### config.mk
export PLATFORM = sky130hd
export DESIGN_NAME = sdram_port_top
export DESIGN_NICKNAME = d
export VERILOG_FILES = /design/src/sdram_port_pkg.sv /design/src/line_buffer.sv /design/src/port_fifo.sv /design/src/sdram_port_top.sv /design/src/sdram_side_engine.sv /design/src/wb_slave_port.sv
export SDC_FILE = /design/constraint.sdc
export NUM_CORES = 1
export LEC_CHECK = 0
export BUFFER_PORTS_ARGS = -buffer_cell sky130_fd_sc_hd__buf_2
export CAP_MARGIN = 20
export CORE_MARGIN = 5
export CORE_UTILIZATION = 50
export CTS_CLUSTER_DIAMETER = 200
export DETAILED_ROUTE_END_ITERATION = 8
export GPL_TIMING_DRIVEN = 0
export MAX_ROUTING_LAYER = met4
export PLACE_DENSITY = 0.74
export SLEW_MARGIN = 20
export SYNTH_ARGS = -nofsm -noshare
export SYNTH_HDL_FRONTEND = slang
export SYNTH_SLANG_ARGS = --single-unit
### constraint.sdc
create_clock -name wb_clk -period 6.4 [get_ports wb_clk]
set_input_delay 1.28 -clock wb_clk [delete_from_list [all_inputs] [get_ports wb_clk]]
set_output_delay 1.28 -clock wb_clk [all_outputs]
set_load 0.03 [all_outputs]
### src/sdram_port_pkg.sv
// Shared types, Wishbone cycle and burst codes, and default sizes for the SDRAM port.
`default_nettype none

package sdram_port_pkg;

	// ########################################################################
	// wishbone registered feedback codes
	// ########################################################################

	// cycle type identifier, carried on cti.
	typedef enum logic [2:0] {
		CTI_CLASSIC = 3'b000,
		CTI_CONST   = 3'b001, // handled like a classic cycle by this port.
		CTI_INC     = 3'b010,
		CTI_END     = 3'b111
	} cti_e;

	// burst type extension, carried on bte.
	typedef enum logic [1:0] {
		BTE_LINEAR = 2'b00,
		BTE_WRAP4  = 2'b01,
		BTE_WRAP8  = 2'b10,
		BTE_WRAP16 = 2'b11
	} bte_e;

	// ########################################################################
	// bundles
	// ########################################################################

	// one wishbone request as the master presents it, 74 bits.
	typedef struct packed {
		logic [31:0] adr; // byte address.
		logic [31:0] dat;
		logic [3:0]  sel;
		logic        we;
		logic [2:0]  cti;
		logic [1:0]  bte;
	} wb_req_t;

	// one posted write waiting in the queue, 66 bits.
	typedef struct packed {
		logic [29:0] adr; // word address.
		logic [31:0] dat;
		logic [3:0]  sel;
	} wr_entry_t;

	// one word transaction toward memory.
	typedef struct packed {
		logic [31:0] adr; // byte address, low two bits are always zero.
		logic [31:0] dat;
		logic [3:0]  sel;
		logic        we;
	} mem_req_t;

	// default sizes, both as log2.
	localparam int DEF_LINE_LOG2 = 3; // words per refill line.
	localparam int DEF_FIFO_LOG2 = 3; // entries in the write queue.

endpackage

`default_nettype wire

### src/line_buffer.sv
// Refill line RAM with a byte-masked port for the bus, a word port for the engine and clean flags.
`default_nettype none
`timescale 1ns/100ps

module line_buffer import sdram_port_pkg::*; #(
	parameter int line_log2 = DEF_LINE_LOG2
) (
	input  wire logic                 wb_clk,
	input  wire logic                 sdram_rst,
	input  wire logic [line_log2-1:0] a_adr_i,
	input  wire logic [3:0]           a_we_i,
	input  wire logic [31:0]          a_wdata_i,
	output logic [31:0]               a_rdata_o,
	input  wire logic [line_log2-1:0] b_adr_i,
	input  wire logic                 b_we_i,
	input  wire logic [31:0]          b_wdata_i,
	input  wire logic                 clear_i,
	output logic [(1<<line_log2)-1:0] clean_o
);

	localparam int WORDS = 1 << line_log2;

	logic [31:0] mem [WORDS];

	// ########################################################################
	// storage
	// ########################################################################

	// port b stores whole words from memory, port a merges the selected bytes.
	always_ff @(posedge wb_clk) begin
		if (b_we_i)
			mem[b_adr_i] <= b_wdata_i;
		for (int i = 0; i < 4; i++) begin
			if (a_we_i[i])
				mem[a_adr_i][8*i +: 8] <= a_wdata_i[8*i +: 8];
		end
		a_rdata_o <= mem[a_adr_i]; // registered read of the presented address.
	end

	// ########################################################################
	// clean flags
	// ########################################################################

	always_ff @(posedge wb_clk) begin
		if (sdram_rst)
			clean_o <= '0;
		else if (clear_i)
			clean_o <= '0; // a new line is on its way.
		else if (b_we_i)
			clean_o[b_adr_i] <= 1'b1;
	end

endmodule

`default_nettype wire

### src/port_fifo.sv
// Synchronous queue for posted writes, with the payload given as a type parameter.
`default_nettype none
`timescale 1ns/100ps

module port_fifo import sdram_port_pkg::*; #(
	parameter int  fifo_log2 = DEF_FIFO_LOG2,
	parameter type payload_t = logic [31:0]
) (
	input  wire logic     wb_clk,
	input  wire logic     sdram_rst,
	input  wire logic     push_i,
	input  wire payload_t data_i,
	input  wire logic     pop_i,
	output payload_t      head_o,
	output logic          full_o,
	output logic          empty_o
);

	localparam int DEPTH = 1 << fifo_log2;

	payload_t             mem [DEPTH];
	logic [fifo_log2-1:0] wr_ptr;
	logic [fifo_log2-1:0] rd_ptr;
	logic [fifo_log2:0]   count;  // one bit wider so a full queue is visible.
	logic                 do_push;
	logic                 do_pop;

	assign do_push = push_i && !full_o;
	assign do_pop  = pop_i && !empty_o;

	always_ff @(posedge wb_clk) begin
		if (sdram_rst) begin
			wr_ptr <= '0;
			rd_ptr <= '0;
			count  <= '0;
		end else begin
			if (do_push)
				wr_ptr <= wr_ptr + 1'b1;
			if (do_pop)
				rd_ptr <= rd_ptr + 1'b1;
			// a push and a pop together leave the count unchanged.
			if (do_push && !do_pop)
				count <= count + 1'b1;
			else if (do_pop && !do_push)
				count <= count - 1'b1;
		end
	end

	always_ff @(posedge wb_clk) begin
		if (do_push)
			mem[wr_ptr] <= data_i;
	end

	assign head_o  = mem[rd_ptr]; // head is visible without a read cycle.
	assign full_o  = (count == DEPTH[fifo_log2:0]);
	assign empty_o = (count == '0);

endmodule

`default_nettype wire

### src/sdram_port_top.sv
// Top of the Wishbone SDRAM port, joining front end, write queue, line buffer and engine.
`default_nettype none
`timescale 1ns/100ps

module sdram_port_top import sdram_port_pkg::*; #(
	parameter int line_log2 = DEF_LINE_LOG2,
	parameter int fifo_log2 = DEF_FIFO_LOG2
) (
	input  wire logic        wb_clk,
	input  wire logic        sdram_rst,
	input  wire logic        wb_cyc_i,
	input  wire logic        wb_stb_i,
	input  wire wb_req_t     wb_req_i,
	output logic [31:0]      wb_dat_o,
	output logic             wb_ack_o,
	output logic             mem_req_o,
	output mem_req_t         mem_cmd_o,
	input  wire logic        mem_ack_i,
	input  wire logic [31:0] mem_rdata_i
);

	// ########################################################################
	// internal nets
	// ########################################################################

	logic                      wq_push;
	wr_entry_t                 wq_data;
	logic                      wq_full;
	logic                      wq_empty;
	wr_entry_t                 wq_head;
	logic                      wq_pop;
	logic                      refill_req;
	logic [31:0]               refill_adr;
	logic                      refill_done;
	logic [line_log2-1:0]      a_adr;
	logic [3:0]                a_we;
	logic [31:0]               a_wdata;
	logic [31:0]               a_rdata;
	logic [line_log2-1:0]      b_adr;
	logic                      b_we;
	logic [31:0]               b_wdata;
	logic                      buf_clear;
	logic [(1<<line_log2)-1:0] clean;

	wb_slave_port #(
		.line_log2 (line_log2)
	) u_front (
		.wb_clk        (wb_clk),
		.sdram_rst     (sdram_rst),
		.wb_cyc_i      (wb_cyc_i),
		.wb_stb_i      (wb_stb_i),
		.wb_req_i      (wb_req_i),
		.wb_dat_o      (wb_dat_o),
		.wb_ack_o      (wb_ack_o),
		.wq_full_i     (wq_full),
		.wq_push_o     (wq_push),
		.wq_data_o     (wq_data),
		.refill_req_o  (refill_req),
		.refill_adr_o  (refill_adr),
		.refill_done_i (refill_done),
		.clean_i       (clean),
		.buf_adr_o     (a_adr),
		.buf_we_o      (a_we),
		.buf_wdata_o   (a_wdata),
		.buf_rdata_i   (a_rdata)
	);

	port_fifo #(
		.fifo_log2 (fifo_log2),
		.payload_t (wr_entry_t)
	) u_wq (
		.wb_clk    (wb_clk),
		.sdram_rst (sdram_rst),
		.push_i    (wq_push),
		.data_i    (wq_data),
		.pop_i     (wq_pop),
		.head_o    (wq_head),
		.full_o    (wq_full),
		.empty_o   (wq_empty)
	);

	line_buffer #(
		.line_log2 (line_log2)
	) u_lbuf (
		.wb_clk    (wb_clk),
		.sdram_rst (sdram_rst),
		.a_adr_i   (a_adr),
		.a_we_i    (a_we),
		.a_wdata_i (a_wdata),
		.a_rdata_o (a_rdata),
		.b_adr_i   (b_adr),
		.b_we_i    (b_we),
		.b_wdata_i (b_wdata),
		.clear_i   (buf_clear),
		.clean_o   (clean)
	);

	sdram_side_engine #(
		.line_log2 (line_log2)
	) u_engine (
		.wb_clk        (wb_clk),
		.sdram_rst     (sdram_rst),
		.wq_empty_i    (wq_empty),
		.wq_head_i     (wq_head),
		.wq_pop_o      (wq_pop),
		.refill_req_i  (refill_req),
		.refill_adr_i  (refill_adr),
		.refill_done_o (refill_done),
		.buf_clear_o   (buf_clear),
		.buf_adr_o     (b_adr),
		.buf_we_o      (b_we),
		.buf_wdata_o   (b_wdata),
		.mem_req_o     (mem_req_o),
		.mem_cmd_o     (mem_cmd_o),
		.mem_ack_i     (mem_ack_i),
		.mem_rdata_i   (mem_rdata_i)
	);

endmodule

`default_nettype wire

### src/sdram_side_engine.sv
// Memory-side engine that drains posted writes and refills the line buffer word by word.
`default_nettype none
`timescale 1ns/100ps

module sdram_side_engine import sdram_port_pkg::*; #(
	parameter int line_log2 = DEF_LINE_LOG2
) (
	input  wire logic        wb_clk,
	input  wire logic        sdram_rst,
	input  wire logic        wq_empty_i,
	input  wire wr_entry_t   wq_head_i,
	output logic             wq_pop_o,
	input  wire logic        refill_req_i,
	input  wire logic [31:0] refill_adr_i,
	output logic             refill_done_o,
	output logic             buf_clear_o,
	output logic [line_log2-1:0] buf_adr_o,
	output logic             buf_we_o,
	output logic [31:0]      buf_wdata_o,
	output logic             mem_req_o,
	output mem_req_t         mem_cmd_o,
	input  wire logic        mem_ack_i,
	input  wire logic [31:0] mem_rdata_i
);

	localparam int TAG_LSB = line_log2 + 2;

	typedef enum logic [2:0] {
		E_IDLE,
		E_WR,      // the write request is up until ack arrives.
		E_WR_REL,  // the request is down until ack falls.
		E_RD,
		E_RD_REL,
		E_DONE
	} state_e;

	state_e               state;
	logic [line_log2-1:0] cnt;  // word of the line being fetched.

	// idle is only reached with ack low, so the head can go out at once.
	assign wq_pop_o = (state == E_IDLE) && !wq_empty_i;

	always_ff @(posedge wb_clk) begin
		if (sdram_rst) begin
			state         <= E_IDLE;
			mem_req_o     <= 1'b0;
			refill_done_o <= 1'b0;
			buf_clear_o   <= 1'b0;
			buf_we_o      <= 1'b0;
			cnt           <= '0;
		end else begin
			buf_clear_o <= 1'b0;
			buf_we_o    <= 1'b0;
			case (state)
				E_IDLE: begin
					// posted writes always go first, so a refill never reads stale data.
					if (!wq_empty_i) begin
						mem_cmd_o.adr <= {wq_head_i.adr, 2'b00};
						mem_cmd_o.dat <= wq_head_i.dat;
						mem_cmd_o.sel <= wq_head_i.sel;
						mem_cmd_o.we  <= 1'b1;
						mem_req_o     <= 1'b1;
						state         <= E_WR;
					end else if (refill_req_i) begin
						buf_clear_o   <= 1'b1;
						cnt           <= '0;
						mem_cmd_o.adr <= {refill_adr_i[31:TAG_LSB], {line_log2{1'b0}}, 2'b00};
						mem_cmd_o.dat <= '0;
						mem_cmd_o.sel <= 4'hf;
						mem_cmd_o.we  <= 1'b0;
						mem_req_o     <= 1'b1;
						state         <= E_RD;
					end
				end
				E_WR: begin
					if (mem_ack_i) begin
						mem_req_o <= 1'b0;
						state     <= E_WR_REL;
					end
				end
				E_WR_REL: begin
					if (!mem_ack_i)
						state <= E_IDLE;
				end
				E_RD: begin
					if (mem_ack_i) begin
						// read data is valid while ack is high.
						mem_req_o   <= 1'b0;
						buf_we_o    <= 1'b1;
						buf_adr_o   <= cnt;
						buf_wdata_o <= mem_rdata_i;
						state       <= E_RD_REL;
					end
				end
				E_RD_REL: begin
					if (!mem_ack_i) begin
						if (&cnt) begin
							refill_done_o <= 1'b1; // last word is already stored.
							state         <= E_DONE;
						end else begin
							cnt           <= cnt + 1'b1;
							mem_cmd_o.adr <= {refill_adr_i[31:TAG_LSB], cnt + 1'b1, 2'b00};
							mem_req_o     <= 1'b1;
							state         <= E_RD;
						end
					end
				end
				E_DONE: begin
					if (!refill_req_i) begin
						refill_done_o <= 1'b0;
						state         <= E_IDLE;
					end
				end
				default: state <= E_IDLE;
			endcase
		end
	end

endmodule

`default_nettype wire

### src/wb_slave_port.sv
// Wishbone front end of the SDRAM port: decodes cycles, serves line hits and posts writes.
`default_nettype none
`timescale 1ns/100ps

module wb_slave_port import sdram_port_pkg::*; #(
	parameter int line_log2 = DEF_LINE_LOG2
) (
	input  wire logic                 wb_clk,
	input  wire logic                 sdram_rst,
	input  wire logic                 wb_cyc_i,
	input  wire logic                 wb_stb_i,
	input  wire wb_req_t              wb_req_i,
	output logic [31:0]               wb_dat_o,
	output logic                      wb_ack_o,
	input  wire logic                 wq_full_i,
	output logic                      wq_push_o,
	output wr_entry_t                 wq_data_o,
	output logic                      refill_req_o,
	output logic [31:0]               refill_adr_o,
	input  wire logic                 refill_done_i,
	input  wire logic [(1<<line_log2)-1:0] clean_i,
	output logic [line_log2-1:0]      buf_adr_o,
	output logic [3:0]                buf_we_o,
	output logic [31:0]               buf_wdata_o,
	input  wire logic [31:0]          buf_rdata_i
);

	localparam int TAG_LSB = line_log2 + 2; // lowest address bit of the line tag.

	typedef enum logic [1:0] {
		ST_IDLE,
		ST_READ,
		ST_WRITE,
		ST_REFILL
	} state_e;

	state_e             state;
	logic               rd_ack;
	logic               first_req;     // no line has been requested since reset.
	logic [31:TAG_LSB]  buf_tag;
	wr_entry_t          wr_entry;
	logic               wr_buf_hit;
	logic [31:0]        next_adr;
	logic               req_valid;
	logic               cur_hit;
	logic               next_hit;
	cti_e               cti;
	bte_e               bte;

	assign cti       = cti_e'(wb_req_i.cti);
	assign bte       = bte_e'(wb_req_i.bte);
	assign req_valid = wb_cyc_i && wb_stb_i;

	// ########################################################################
	// burst address and hit detection
	// ########################################################################

	// the low bits step by one word and wrap inside the block, upper bits hold.
	always_comb begin
		case (bte)
			BTE_LINEAR: next_adr = wb_req_i.adr + 32'd4;
			BTE_WRAP4:  next_adr = {wb_req_i.adr[31:4], wb_req_i.adr[3:0] + 4'd4};
			BTE_WRAP8:  next_adr = {wb_req_i.adr[31:5], wb_req_i.adr[4:0] + 5'd4};
			default:    next_adr = {wb_req_i.adr[31:6], wb_req_i.adr[5:0] + 6'd4};
		endcase
	end

	// a word hits only once the engine has stored it in the current line.
	assign cur_hit  = !first_req && (wb_req_i.adr[31:TAG_LSB] == buf_tag) &&
			  clean_i[wb_req_i.adr[TAG_LSB-1:2]];
	assign next_hit = !first_req && (next_adr[31:TAG_LSB] == buf_tag) &&
			  clean_i[next_adr[TAG_LSB-1:2]];

	// ########################################################################
	// control
	// ########################################################################

	always_ff @(posedge wb_clk) begin
		if (sdram_rst) begin
			state        <= ST_IDLE;
			rd_ack       <= 1'b0;
			refill_req_o <= 1'b0;
			first_req    <= 1'b1;
		end else begin
			rd_ack <= 1'b0;
			case (state)
				ST_IDLE: begin
					if (req_valid && !wb_req_i.we) begin
						if (cur_hit) begin
							rd_ack <= 1'b1;
							state  <= ST_READ;
						end else if (!refill_done_i) begin
							// wait for the engine to drop done from the last refill.
							refill_req_o <= 1'b1;
							first_req    <= 1'b0;
							state        <= ST_REFILL;
						end
					end else if (req_valid && wb_req_i.we) begin
						state <= ST_WRITE;
					end
				end
				ST_READ: begin
					// keep streaming while the burst continues inside the buffer.
					if (req_valid && !wb_req_i.we && cti == CTI_INC && next_hit)
						rd_ack <= 1'b1;
					else
						state <= ST_IDLE;
				end
				ST_WRITE: begin
					if (!wq_full_i)
						state <= ST_IDLE; // the entry is pushed in this cycle.
				end
				ST_REFILL: begin
					if (refill_done_i) begin
						refill_req_o <= 1'b0;
						state        <= ST_IDLE; // the request is retried as a hit.
					end
				end
				default: state <= ST_IDLE;
			endcase
		end
	end

	// captured request fields.
	always_ff @(posedge wb_clk) begin
		if (state == ST_IDLE && req_valid) begin
			if (wb_req_i.we) begin
				wr_entry.adr <= wb_req_i.adr[31:2];
				wr_entry.dat <= wb_req_i.dat;
				wr_entry.sel <= wb_req_i.sel;
				wr_buf_hit   <= cur_hit;
			end else if (!cur_hit && !refill_done_i) begin
				buf_tag      <= wb_req_i.adr[31:TAG_LSB];
				refill_adr_o <= {wb_req_i.adr[31:2], 2'b00};
			end
		end
	end

	// ########################################################################
	// outputs
	// ########################################################################

	assign wq_push_o = (state == ST_WRITE) && !wq_full_i;
	assign wq_data_o = wr_entry;
	assign wb_ack_o  = rd_ack || wq_push_o;
	assign wb_dat_o  = buf_rdata_i;

	// a write to the buffered line updates the same bytes in the buffer.
	assign buf_we_o    = (state == ST_WRITE && wr_buf_hit) ? wr_entry.sel : 4'b0000;
	assign buf_wdata_o = wr_entry.dat;

	// during a burst the next word is read while the current one is acked.
	always_comb begin
		if (state == ST_WRITE)
			buf_adr_o = wr_entry.adr[line_log2-1:0];
		else if (state == ST_READ && cti == CTI_INC)
			buf_adr_o = next_adr[TAG_LSB-1:2];
		else
			buf_adr_o = wb_req_i.adr[TAG_LSB-1:2];
	end

endmodule

`default_nettype wire
After elaboration in Yosys (flattened, before gate mapping)

Memories as Yosys holds them, arrays and structs flattened. A register that Yosys moved wholly into a read port is not among the register bits.
Cells that the tools add are included.

Reductions and logical operators: 55
Eq/ne operators: 34
Mux-type cells: 74
Bitwise gates (word level): 8
Magnitude comparators: 4
$add $sub $neg: 9

Operators by type and width:

| cell                                                                     | count |
|---|---|
| 69-bit two-way mux                                                       | 2 |
| 32-bit case mux with 3 select lines                                      | 1 |
| 32-bit two-way mux                                                       | 2 |
| 32-bit case mux with 2 select lines                                      | 1 |
| 27-bit equality test                                                     | 2 |
| 3-bit two-way mux                                                        | 16 |
| 32-bit by 3-bit adder with 32-bit output (second input constant)         | 1 |
| 1-bit two-way mux                                                        | 32 |
| 5-bit AND reduction                                                      | 5 |
| 2-bit inequality test (second input constant)                            | 12 |
| 1-bit logical AND                                                        | 20 |
| 3-bit case mux with 6 select lines                                       | 1 |
| 2-bit two-way mux                                                        | 7 |
| 3-bit by 4-bit < comparator with 1-bit output (second input constant)    | 3 |
| 4-bit two-way mux                                                        | 3 |
| 3-bit AND reduction                                                      | 4 |
| 2-bit by 1-bit inequality test with 1-bit output (second input constant) | 5 |
| 3-bit by 1-bit adder with 3-bit output (second input constant)           | 3 |
| 3-bit by 2-bit equality test with 1-bit output (second input constant)   | 3 |
| 1-bit zero test                                                          | 8 |
| 8-bit OR                                                                 | 1 |
| 2-bit case mux with 4 select lines                                       | 1 |
| 4-bit AND reduction                                                      | 2 |
| 2-bit nonzero test                                                       | 4 |
| 29 further kinds                                                         | 45 |

Memory bits (writable): 784
Output and inout bits: 103
Memories: 2
Register bits after elaboration: 261
Word-level logic and storage cells: 212

Memory list:

| name       | words | bits a word | rd ports | clocked after Yosys merged registers in | write ports | RTL line          | text |
|---|---|---|---|---|---|---|---|
| u_wq.mem   | 8     | 66          | 1        | 1                                       | 1           | port_fifo.sv:21   | `payload_t mem [DEPTH];` |
| u_lbuf.mem | 8     | 32          | 1        | 1                                       | 2           | line_buffer.sv:23 | `logic [31:0] mem [WORDS];` |

Logic depth before layout (Yosys ltp)

Gate-level depths: netlist of the first run.

Word-level depth: 8
Gate-level depth with buffers: 12
Mapped depth without buffers: 11

Modules after synthesis

A second synthesis of the first run with hierarchy kept.

Cell total of the unflattened synthesis: 2,304
Area, all modules: 44,308.7 um^2

By module, submodules not included:

| module            | times used | area an instance (um^2) | cells each | sequential area each (um^2) |
|---|---|---|---|---|
| port_fifo         | 1          | 20,439.6                | 836        | 16,115.5 |
| line_buffer       | 1          | 14,146.1                | 800        | 8,488.1 |
| wb_slave_port     | 1          | 5,258.8                 | 407        | 3,012.9 |
| sdram_side_engine | 1          | 4,464.3                 | 261        | 3,263.1 |

Worst setup path after synthesis of the first run

Ideal clock, no wire load.

Kind: reg-to-reg
Start point: register u_front.state[1]
End point: memory u_wq.mem[0][0] (netlist name), enable pin
Stages on the path, launching flop included: 7
Library setup time: 571 ps
Data arrival time: 5,845 ps
Required time: 5,829 ps
Slack: -16 ps
Cells stage by stage: dfxtp_1 > nor2b_1 > buf_2 > and2_1 > clkbuf_1 > nand2b_1 > nor3_1

Word-level cells in the longest chain between the ends: 5

RTL lines:

| item                                    | RTL line             | text |
|---|---|---|
| start: declaration                      | wb_slave_port.sv:37  | `state_e state;` |
| start signal: assignment                | wb_slave_port.sv:80  | `state <= ST_IDLE;` |
| start signal: assignment                | wb_slave_port.sv:91  | `state <= ST_READ;` |
| start signal: assignment                | wb_slave_port.sv:96  | `state <= ST_REFILL;` |
| 2-bit equality test                     | wb_slave_port.sv:143 | `assign wq_push_o = (state == ST_WRITE) && !wq_full_i;` |
| 1-bit logical AND                       | wb_slave_port.sv:143 |  |
| 1-bit logical AND                       | port_fifo.sv:28      | `assign do_push = push_i && !full_o;` |
| net u_wq.do_push                        | port_fifo.sv:25      | `logic do_push;` |
| 1-bit two-way mux                       | port_fifo.sv:50      | `if (do_push)` |
| 1-bit two-way mux (implied by the code) | port_fifo.sv:51      | `mem[wr_ptr] <= data_i;` |
| end: declaration                        | port_fifo.sv:21      |  |

The timed path passes the listed nets, and every way through them passes these cells.

Worst setup path in the final report of the first run

Start point: input port wb_req_i[45] (netlist name)
End point: register u_lbuf.a_rdata_o[5], read port of u_lbuf.mem

Word-level cells in the longest chain between the ends: 4
Elaborated cells on any way between the ends: 7
Those cells by class: add/sub: 4; mux: 3

RTL lines:

| item                                                                   | RTL line             | text |
|---|---|---|
| start: declaration                                                     | sdram_port_top.sv:13 | `input wire wb_req_t wb_req_i,` |
| 32-bit by 3-bit adder with 32-bit output, or another cell as far along | wb_slave_port.sv:61  | `BTE_LINEAR: next_adr = wb_req_i.adr + 32'd4;` |
| 32-bit case mux with 3 select lines                                    | wb_slave_port.sv:60  | `case (bte)` |
| 3-bit two-way mux (*)                                                  | wb_slave_port.sv:156 | `else if (state == ST_READ && cti == CTI_INC)` |
| 3-bit two-way mux (*)                                                  | wb_slave_port.sv:154 | `if (state == ST_WRITE)` |
| end: declaration                                                       | line_buffer.sv:13    | `output logic [31:0] a_rdata_o,` |

Every way passes the cells marked *; elsewhere a longest branch is shown, timed or not.
A chain may end at the register's enable or synchronous reset.

==> metrics, run 1 <==
main flop type after synthesis=edfxtp_1; Yosys top cell by area=edfxtp_1; reg2reg setup slack=2180 ps; Cells after Synth=2,346; pre-CTS setup slack=1400 ps; Max clock buf depth=3; Critical Path RT=6910 ps; Syn Area/Cell=18.2 um2; Rows=107; Post-CTS Hold Fix Bufs=0; Starting Density=50.4%; Post-DP HPWL=76.4 mm; # IOs=about 210; Final Max Tran Viols=0; # Post-CTS Setup Buffers=0; fillers=between 6,000 and 7,000; minimum clock period after layout=roughly 4500 ps; Post-CTS Resized=0; residual DRC count=0; Pwr Density=between 300 and 400 mW/mm2; aggregate routed wire length=111 mm; CP arrival=4990 ps; # Max-Cap Violations=0; Worst VDD drop=238 uV; share of layout cells above drive strength 1=34.7%; RSZ-0062 raised after global routing=false; CP startpoint kind=input port; area grow syn2layout=16.5%; Worst-path clk slew=60 ps; Synth cell types=77; Synth Register Bits=1,048; CTS buffer count=~100; Post-synth EDFFs=980; WL per Instance=about 28 um; Hold Startpoint=u_lbuf.clean_o[7]$_SDFFE_PP0P_; max frequency=223 MHz; post-route insts no fill=3,974; Skew-Pair Late Insertion Delay=slightly below 700 ps; Detailed Route Iter0 Violations=approximately 2,500; vias in the first global route=24,600; via count=24,000; router iterations before antenna repair=6; post-route cell area=0.0499 mm2; Syn Std Cell Area=0.0428 mm2; # setup viols final=0; Final WS setup=1920 ps; CP Capture Type=register; CORE AREA=0.0850 mm2; Hold/Removal Path Class=reg2reg; total grt overflow=0; setup tns final=0 ps; global-route wire length before repair=between 150 and 200 mm; IO buf count=about 210; Leak Pwr=16.1 nW; fin crit share=69.9%; Clock Skews=45.7 ps; Slew HR=19.9%; fin nets=2,853; routability cong.=0.926; Clock Sink Count=1,048; sequential share of the synthesized area=71.9%; GRT Total Usage=24.7%; CTS H-Tree Depth=3; Worst Hold Endpoint=u_lbuf.clean_o[7]$_SDFFE_PP0P_; initial antenna violation count=4; cells on worst reg2reg path=9; Final ANT Viol Nets=0; crit path max fanout=10; top area cells in the synthesized netlist=edfxtp_1 (69%), mux4_2 (8.1%), mux2_2 (7.6%); Placed Instance Area=0.0464 mm2; die width=303 um; Root Driver=clkbuf_16; total chip power=roughly 0.017 W; status=finished, final reports clean; Crit Path Class=in2reg; measured slew at the worst slew-check pin=~1200 ps; Worst Hold Depth=2; CTS tree=built; pin count of the biggest net entering global routing=28; height of the die=roughly 300 um; DP Cell Count=between 3,000 and 4,000; post-synth top area share=68.7%; die footprint=slightly above 0.09 mm2; vias per std cell=6.05; ys async rst share=0%; final hold viol count=0; RR Startpoint=u_front.state[0]$_SDFFE_PP0P_; Worst R2R End=u_lbuf.a_rdata_o[5]$_DFF_P_; yosys warns=0
==> cell families after synthesis <==
family,Yosys count,share of synthesized area [%]
fa+ha+maj,9,0.281
compound gates,241,3.68
flops,1048,71.9
other cells,1,0.00876
simple gates,361,4.35
buf+inv,116,1.23
xor+xnor,49,1.00
mux,521,17.5
==> synthesized netlist by cell type, types with 8 or more instances <==
library cell / instances
edfxtp_1: 980
mux2_2: 288
mux4_2: 154
nor2_1: 114
nand2_1: 91
mux2i_1: 79
a21oi_1: 69
dfxtp_1: 68
o21ai_0: 56
clkbuf_1: 48
xor2_1: 36
a221oi_1: 29
nor2_2: 26
a22oi_1: 23
buf_1: 22
buf_2: 20
nand3_1: 19
nand4_1: 16
nor3_1: 15
inv_1: 14
xnor2_1: 13
nor4_1: 10
o221ai_1: 9
o2bb2ai_1: 9
and3_1: 8
ha_1: 8
nor2_4: 8
==> registers in the layout (all words and copies together), names as in the netlist, 8 cells and up, named ones only <==
signal and cells:
u_engine.buf_wdata_o 32, u_front.buf_wdata_o 32, u_engine.mem_cmd_o 67, u_front.wq_data_o 34
u_lbuf.mem 256, u_wq.mem 528, u_front.buf_tag 27, u_lbuf.a_rdata_o 32
u_lbuf.clean_o 8
==> layout by cell type (no fill, tap or decap), types with 9 or more instances in the layout <==
master,n
nor2_1,106
buf_12,16
o221ai_1,9
o2bb2ai_1,9
buf_16,10
xor2_1,36
xnor2_1,13
nor2_2,26
clkbuf_16,104
clkinv_1,16
mux2i_1,79
clkinv_2,16
inv_1,14
mux2_2,288
buf_2,229
nand4_1,16
a22oi_1,23
edfxtp_1,980
nor2_4,16
buf_1,21
a221oi_1,29
nor3_1,12
o21ai_1,34
clkbuf_8,13
mux4_2,154
dfxtp_1,68
clkbuf_1,73
nor4_1,10
o21ai_0,24
a21oi_1,68
nand3_1,19
nand2_1,91
buf_4,43
==> critical path, stage by stage <==
cell and delay, ps:
buf_2 210, ha_1 380, nand4b_1 180, xor2_1 230
o21ai_0 410, buf_2 380, buf_2 390, buf_1 930
a221oi_1 120, o22ai_1 470
==> cell type report <==
cell class	count	area [um2]	area share (%)
multi-input cells	1183	11600	23.3
well taps	1144	1430	2.87
clock inverters	54	607	1.22
plain buffers	102	477	0.956
clock buffers	141	2860	5.74
inverters	14	52.6	0.105
diodes	8	20.0	0.0401
flip-flops and latches	1048	30800	61.7
repair buffers	280	2030	4.07
==> stage by stage <==
| step | hold slack (ps) | utilization (%) |
|---|---|---|
| 5_1_grt | 493 | 58.6 |
| 6_report | 472 | 58.7 |
| 2_1_floorplan | 418 | - |
| 3_5_place_dp | 461 | 54.6 |
| 4_1_cts | 470 | 58.6 |
| 3_3_place_gp | 463 | 53.3 |
==> routing by layer <==
metal | vias to the layer above | wire [um] | track usage [%]
met4 | 0 | 3820 | 8.23
li1 | 10300 | - | -
met3 | 246 | 9200 | 4.73
met1 | 12400 | 42100 | 31.0
met2 | 1161 | 55900 | 41.0
met5 | - | 0 | -
==> worst max path at each step <==
stage / from / endpoint / slack [ps] / depth (start not counted)
after detailed placement: wb_req_i[45] / u_lbuf.a_rdata_o[5]$_DFF_P_ / 1400 / 10
after global placement: u_front.state[1]$_SDFFE_PP0P_ / u_wq.mem[1][12]$_DFFE_PP_ / -5370 / 6
after CTS: wb_req_i[45] / u_lbuf.a_rdata_o[5]$_DFF_P_ / 2070 / 10
after floorplan: u_front.state[1]$_SDFFE_PP0P_ / u_wq.mem[1][0]$_DFFE_PP_ / 3 / 6
final: wb_req_i[45] / u_lbuf.a_rdata_o[5]$_DFF_P_ / 1920 / 10
after global routing: wb_req_i[45] / u_lbuf.a_rdata_o[5]$_DFF_P_ / 1770 / 10
==> report_power, final <==
part | leakage, nW | internal [W] | switching, W
combinational | 4.96 | 0.00117 | 0.00208
clock | 1.68 | 0.00349 | 0.00261
sequential | 9.42 | 0.00792 | 0.000193
(Power assumes the default switching activity.)
==> run 2, diff against run 1 <==
--- a/config.mk
+++ b/config.mk
@@ -13,7 +13,7 @@
 export DETAILED_ROUTE_END_ITERATION = 8
 export GPL_TIMING_DRIVEN = 0
 export MAX_ROUTING_LAYER = met4
-export PLACE_DENSITY = 0.74
+export PLACE_DENSITY = 0.71
 export SLEW_MARGIN = 20
 export SYNTH_ARGS = -nofsm -noshare
 export SYNTH_HDL_FRONTEND = slang
==> constraint.sdc (replaced) <==
create_clock -name wb_clk -period 4.3 [get_ports wb_clk]
set_input_delay 0.86 -clock wb_clk [delete_from_list [all_inputs] [get_ports wb_clk]]
set_output_delay 0.86 -clock wb_clk [all_outputs]
set_load 0.03 [all_outputs]
==> metrics, run 2 (synthesized netlist as in run 1, its figures left out) <==
status=finished, final reports clean; reg2reg setup slack=50 ps; IO buf count=208; area grow syn2layout=17.1%; measured slew at the worst slew-check pin=1110 ps; Multi-input gate area=0.0116 mm2; # IOs=roughly 210; CTS tree=built; post-route insts no fill=between 3,000 and 4,000; residual DRC count=0; GRT Total Usage=24.9%; Rows=about 110; minimum clock period after layout=approximately 4300 ps; vias in the first global route=about 25,000; # setup viols final=0; share of layout cells above drive strength 1=approximately a third; Leak Pwr=16.1 nW; CP Capture Type=register; Critical Path RT=slightly below 5000 ps; total grt overflow=0; Hold/Removal Path Class=in2reg; CTS buffer count=105; switch share=27.8%; pin count of the biggest net entering global routing=27; Post-CTS Hold Fix Bufs=0; Sequential Power Share=45.8%; Skew-Pair Late Insertion Delay=between 600 and 700 ps; initial antenna violation count=5; max reg flops=528; Largest regs=u_wq.mem: 528 flops, u_lbuf.mem: 256 flops, u_engine.mem_cmd_o: 67 flops; WL per Instance=around 28 um; crit path max fanout=10; Final WS setup=47.2 ps; DP Cell Count=3,770; # Max-Cap Violations=0; height of the die=303 um; Detailed Route Iter0 Violations=2,422; Logic pwr share=18.5%; Reg area=0.0308 mm2; switching power=0.00732 W; global-route wire length before repair=162 mm; Max clock buf depth=3; final hold viol count=0; most common cell after layout, fill and taps aside=edfxtp_1; die width=303 um; Post-DP HPWL=75.8 mm; via count=23,900; fin crit share=98.9%; CTS H-Tree Depth=3; post-route cell area=0.0501 mm2; Final ANT Viol Nets=0; Clock Skews=approximately 45 ps; clock power share=35.7%; Slew HR=25.7%; fin nets=2,852; Pwr Density=526 mW/mm2; router iterations before antenna repair=5; aggregate routed wire length=111 mm; Clock Sink Count=about 1,000; Worst-path clk slew=60 ps; CORE AREA=0.0850 mm2; Crit Path Class=reg2reg; Final Max Tran Viols=0; routability cong.=0.918; Worst VDD drop=396 uV; Biggest register=u_wq.mem; # Post-CTS Setup Buffers=0; CP startpoint kind=register; pre-CTS setup slack=-418 ps; Placed Instance Area=0.0465 mm2; Min Hold Slack=around 350 ps; max frequency=235 MHz; Internal Power=0.0190 W; commonest non-fill, non-tap cells in the layout=edfxtp_1 (980), mux2_2 (288), buf_2 (228); fillers=6,207; Starting Density=between 50% and 60%; Root Driver=clkbuf_16; die footprint=0.0916 mm2; CP arrival=4760 ps; vias per std cell=between 6 and 7; Post-CTS Resized=0
==> run 2: cell type report <==
class,count,share of cell area [%]
sequential,1048,61.4
multi-input combinational,1183,23.2
clock buffer,135,5.59
timing repair buffer,279,4.25
tap,1144,2.86
clock inverter,65,1.61
buffer,101,0.941
inverter,14,0.105
antenna,12,0.0599
==> run 2: final timing paths <==
path / startpoint / end / cells after the start
max reg2reg: u_front.state[0]$_SDFFE_PP0P_ / u_lbuf.a_rdata_o[5]$_DFF_P_ / 9
min: mem_rdata_i[3] / u_engine.buf_wdata_o[3]$_DFFE_PP_ / 1
min reg2reg: u_lbuf.clean_o[3]$_SDFFE_PP0P_ / u_lbuf.clean_o[3]$_SDFFE_PP0P_ / 2
max: u_front.state[0]$_SDFFE_PP0P_ / u_lbuf.a_rdata_o[5]$_DFF_P_ / 9
==> run 2: layer usage <==
metal	GRT usage (%)	up-vias	part of all wire [%]
li1	-	10300	-
met1	31.7	12300	38
met2	41.0	1200	50
met3	5.15	220	8.9
met4	7.24	0	2.9
met5	-	-	0
==> run 2: per-stage QoR <==
stage / power, W / setup TNS [ps] / util (%)
2_1_floorplan: 0.0153 / -104430 / -
3_3_place_gp: 0.0170 / -1915650 / 53.3
3_5_place_dp: 0.0172 / -2170 / 54.7
4_1_cts: 0.0265 / 0 / 58.9
5_1_grt: 0.0273 / -34.3 / 58.9
6_report: 0.0263 / 0 / 59.0
==> run 2: power groups by stage <==
stage / clock network (W) / registers [W] / logic, W
after floorplan: 0 / 0.0128 / 0.00254
after global placement: 0 / 0.0123 / 0.00466
after detailed placement: 0 / 0.0123 / 0.00489
after CTS: 0.00953 / 0.0121 / 0.00491
after global routing: 0.0100 / 0.0121 / 0.00518
final: 0.00942 / 0.0121 / 0.00486
==> run 2: worst max-delay path: stages (launching register included) <==
cell and delay [ps]:
dfxtp_1 550, and4bb_1 380, nand4b_1 180, xor2_1 210, o21ai_0 530, and2_1 210, clkbuf_1 510, clkbuf_1 720
a22oi_1 230, o22ai_1 550
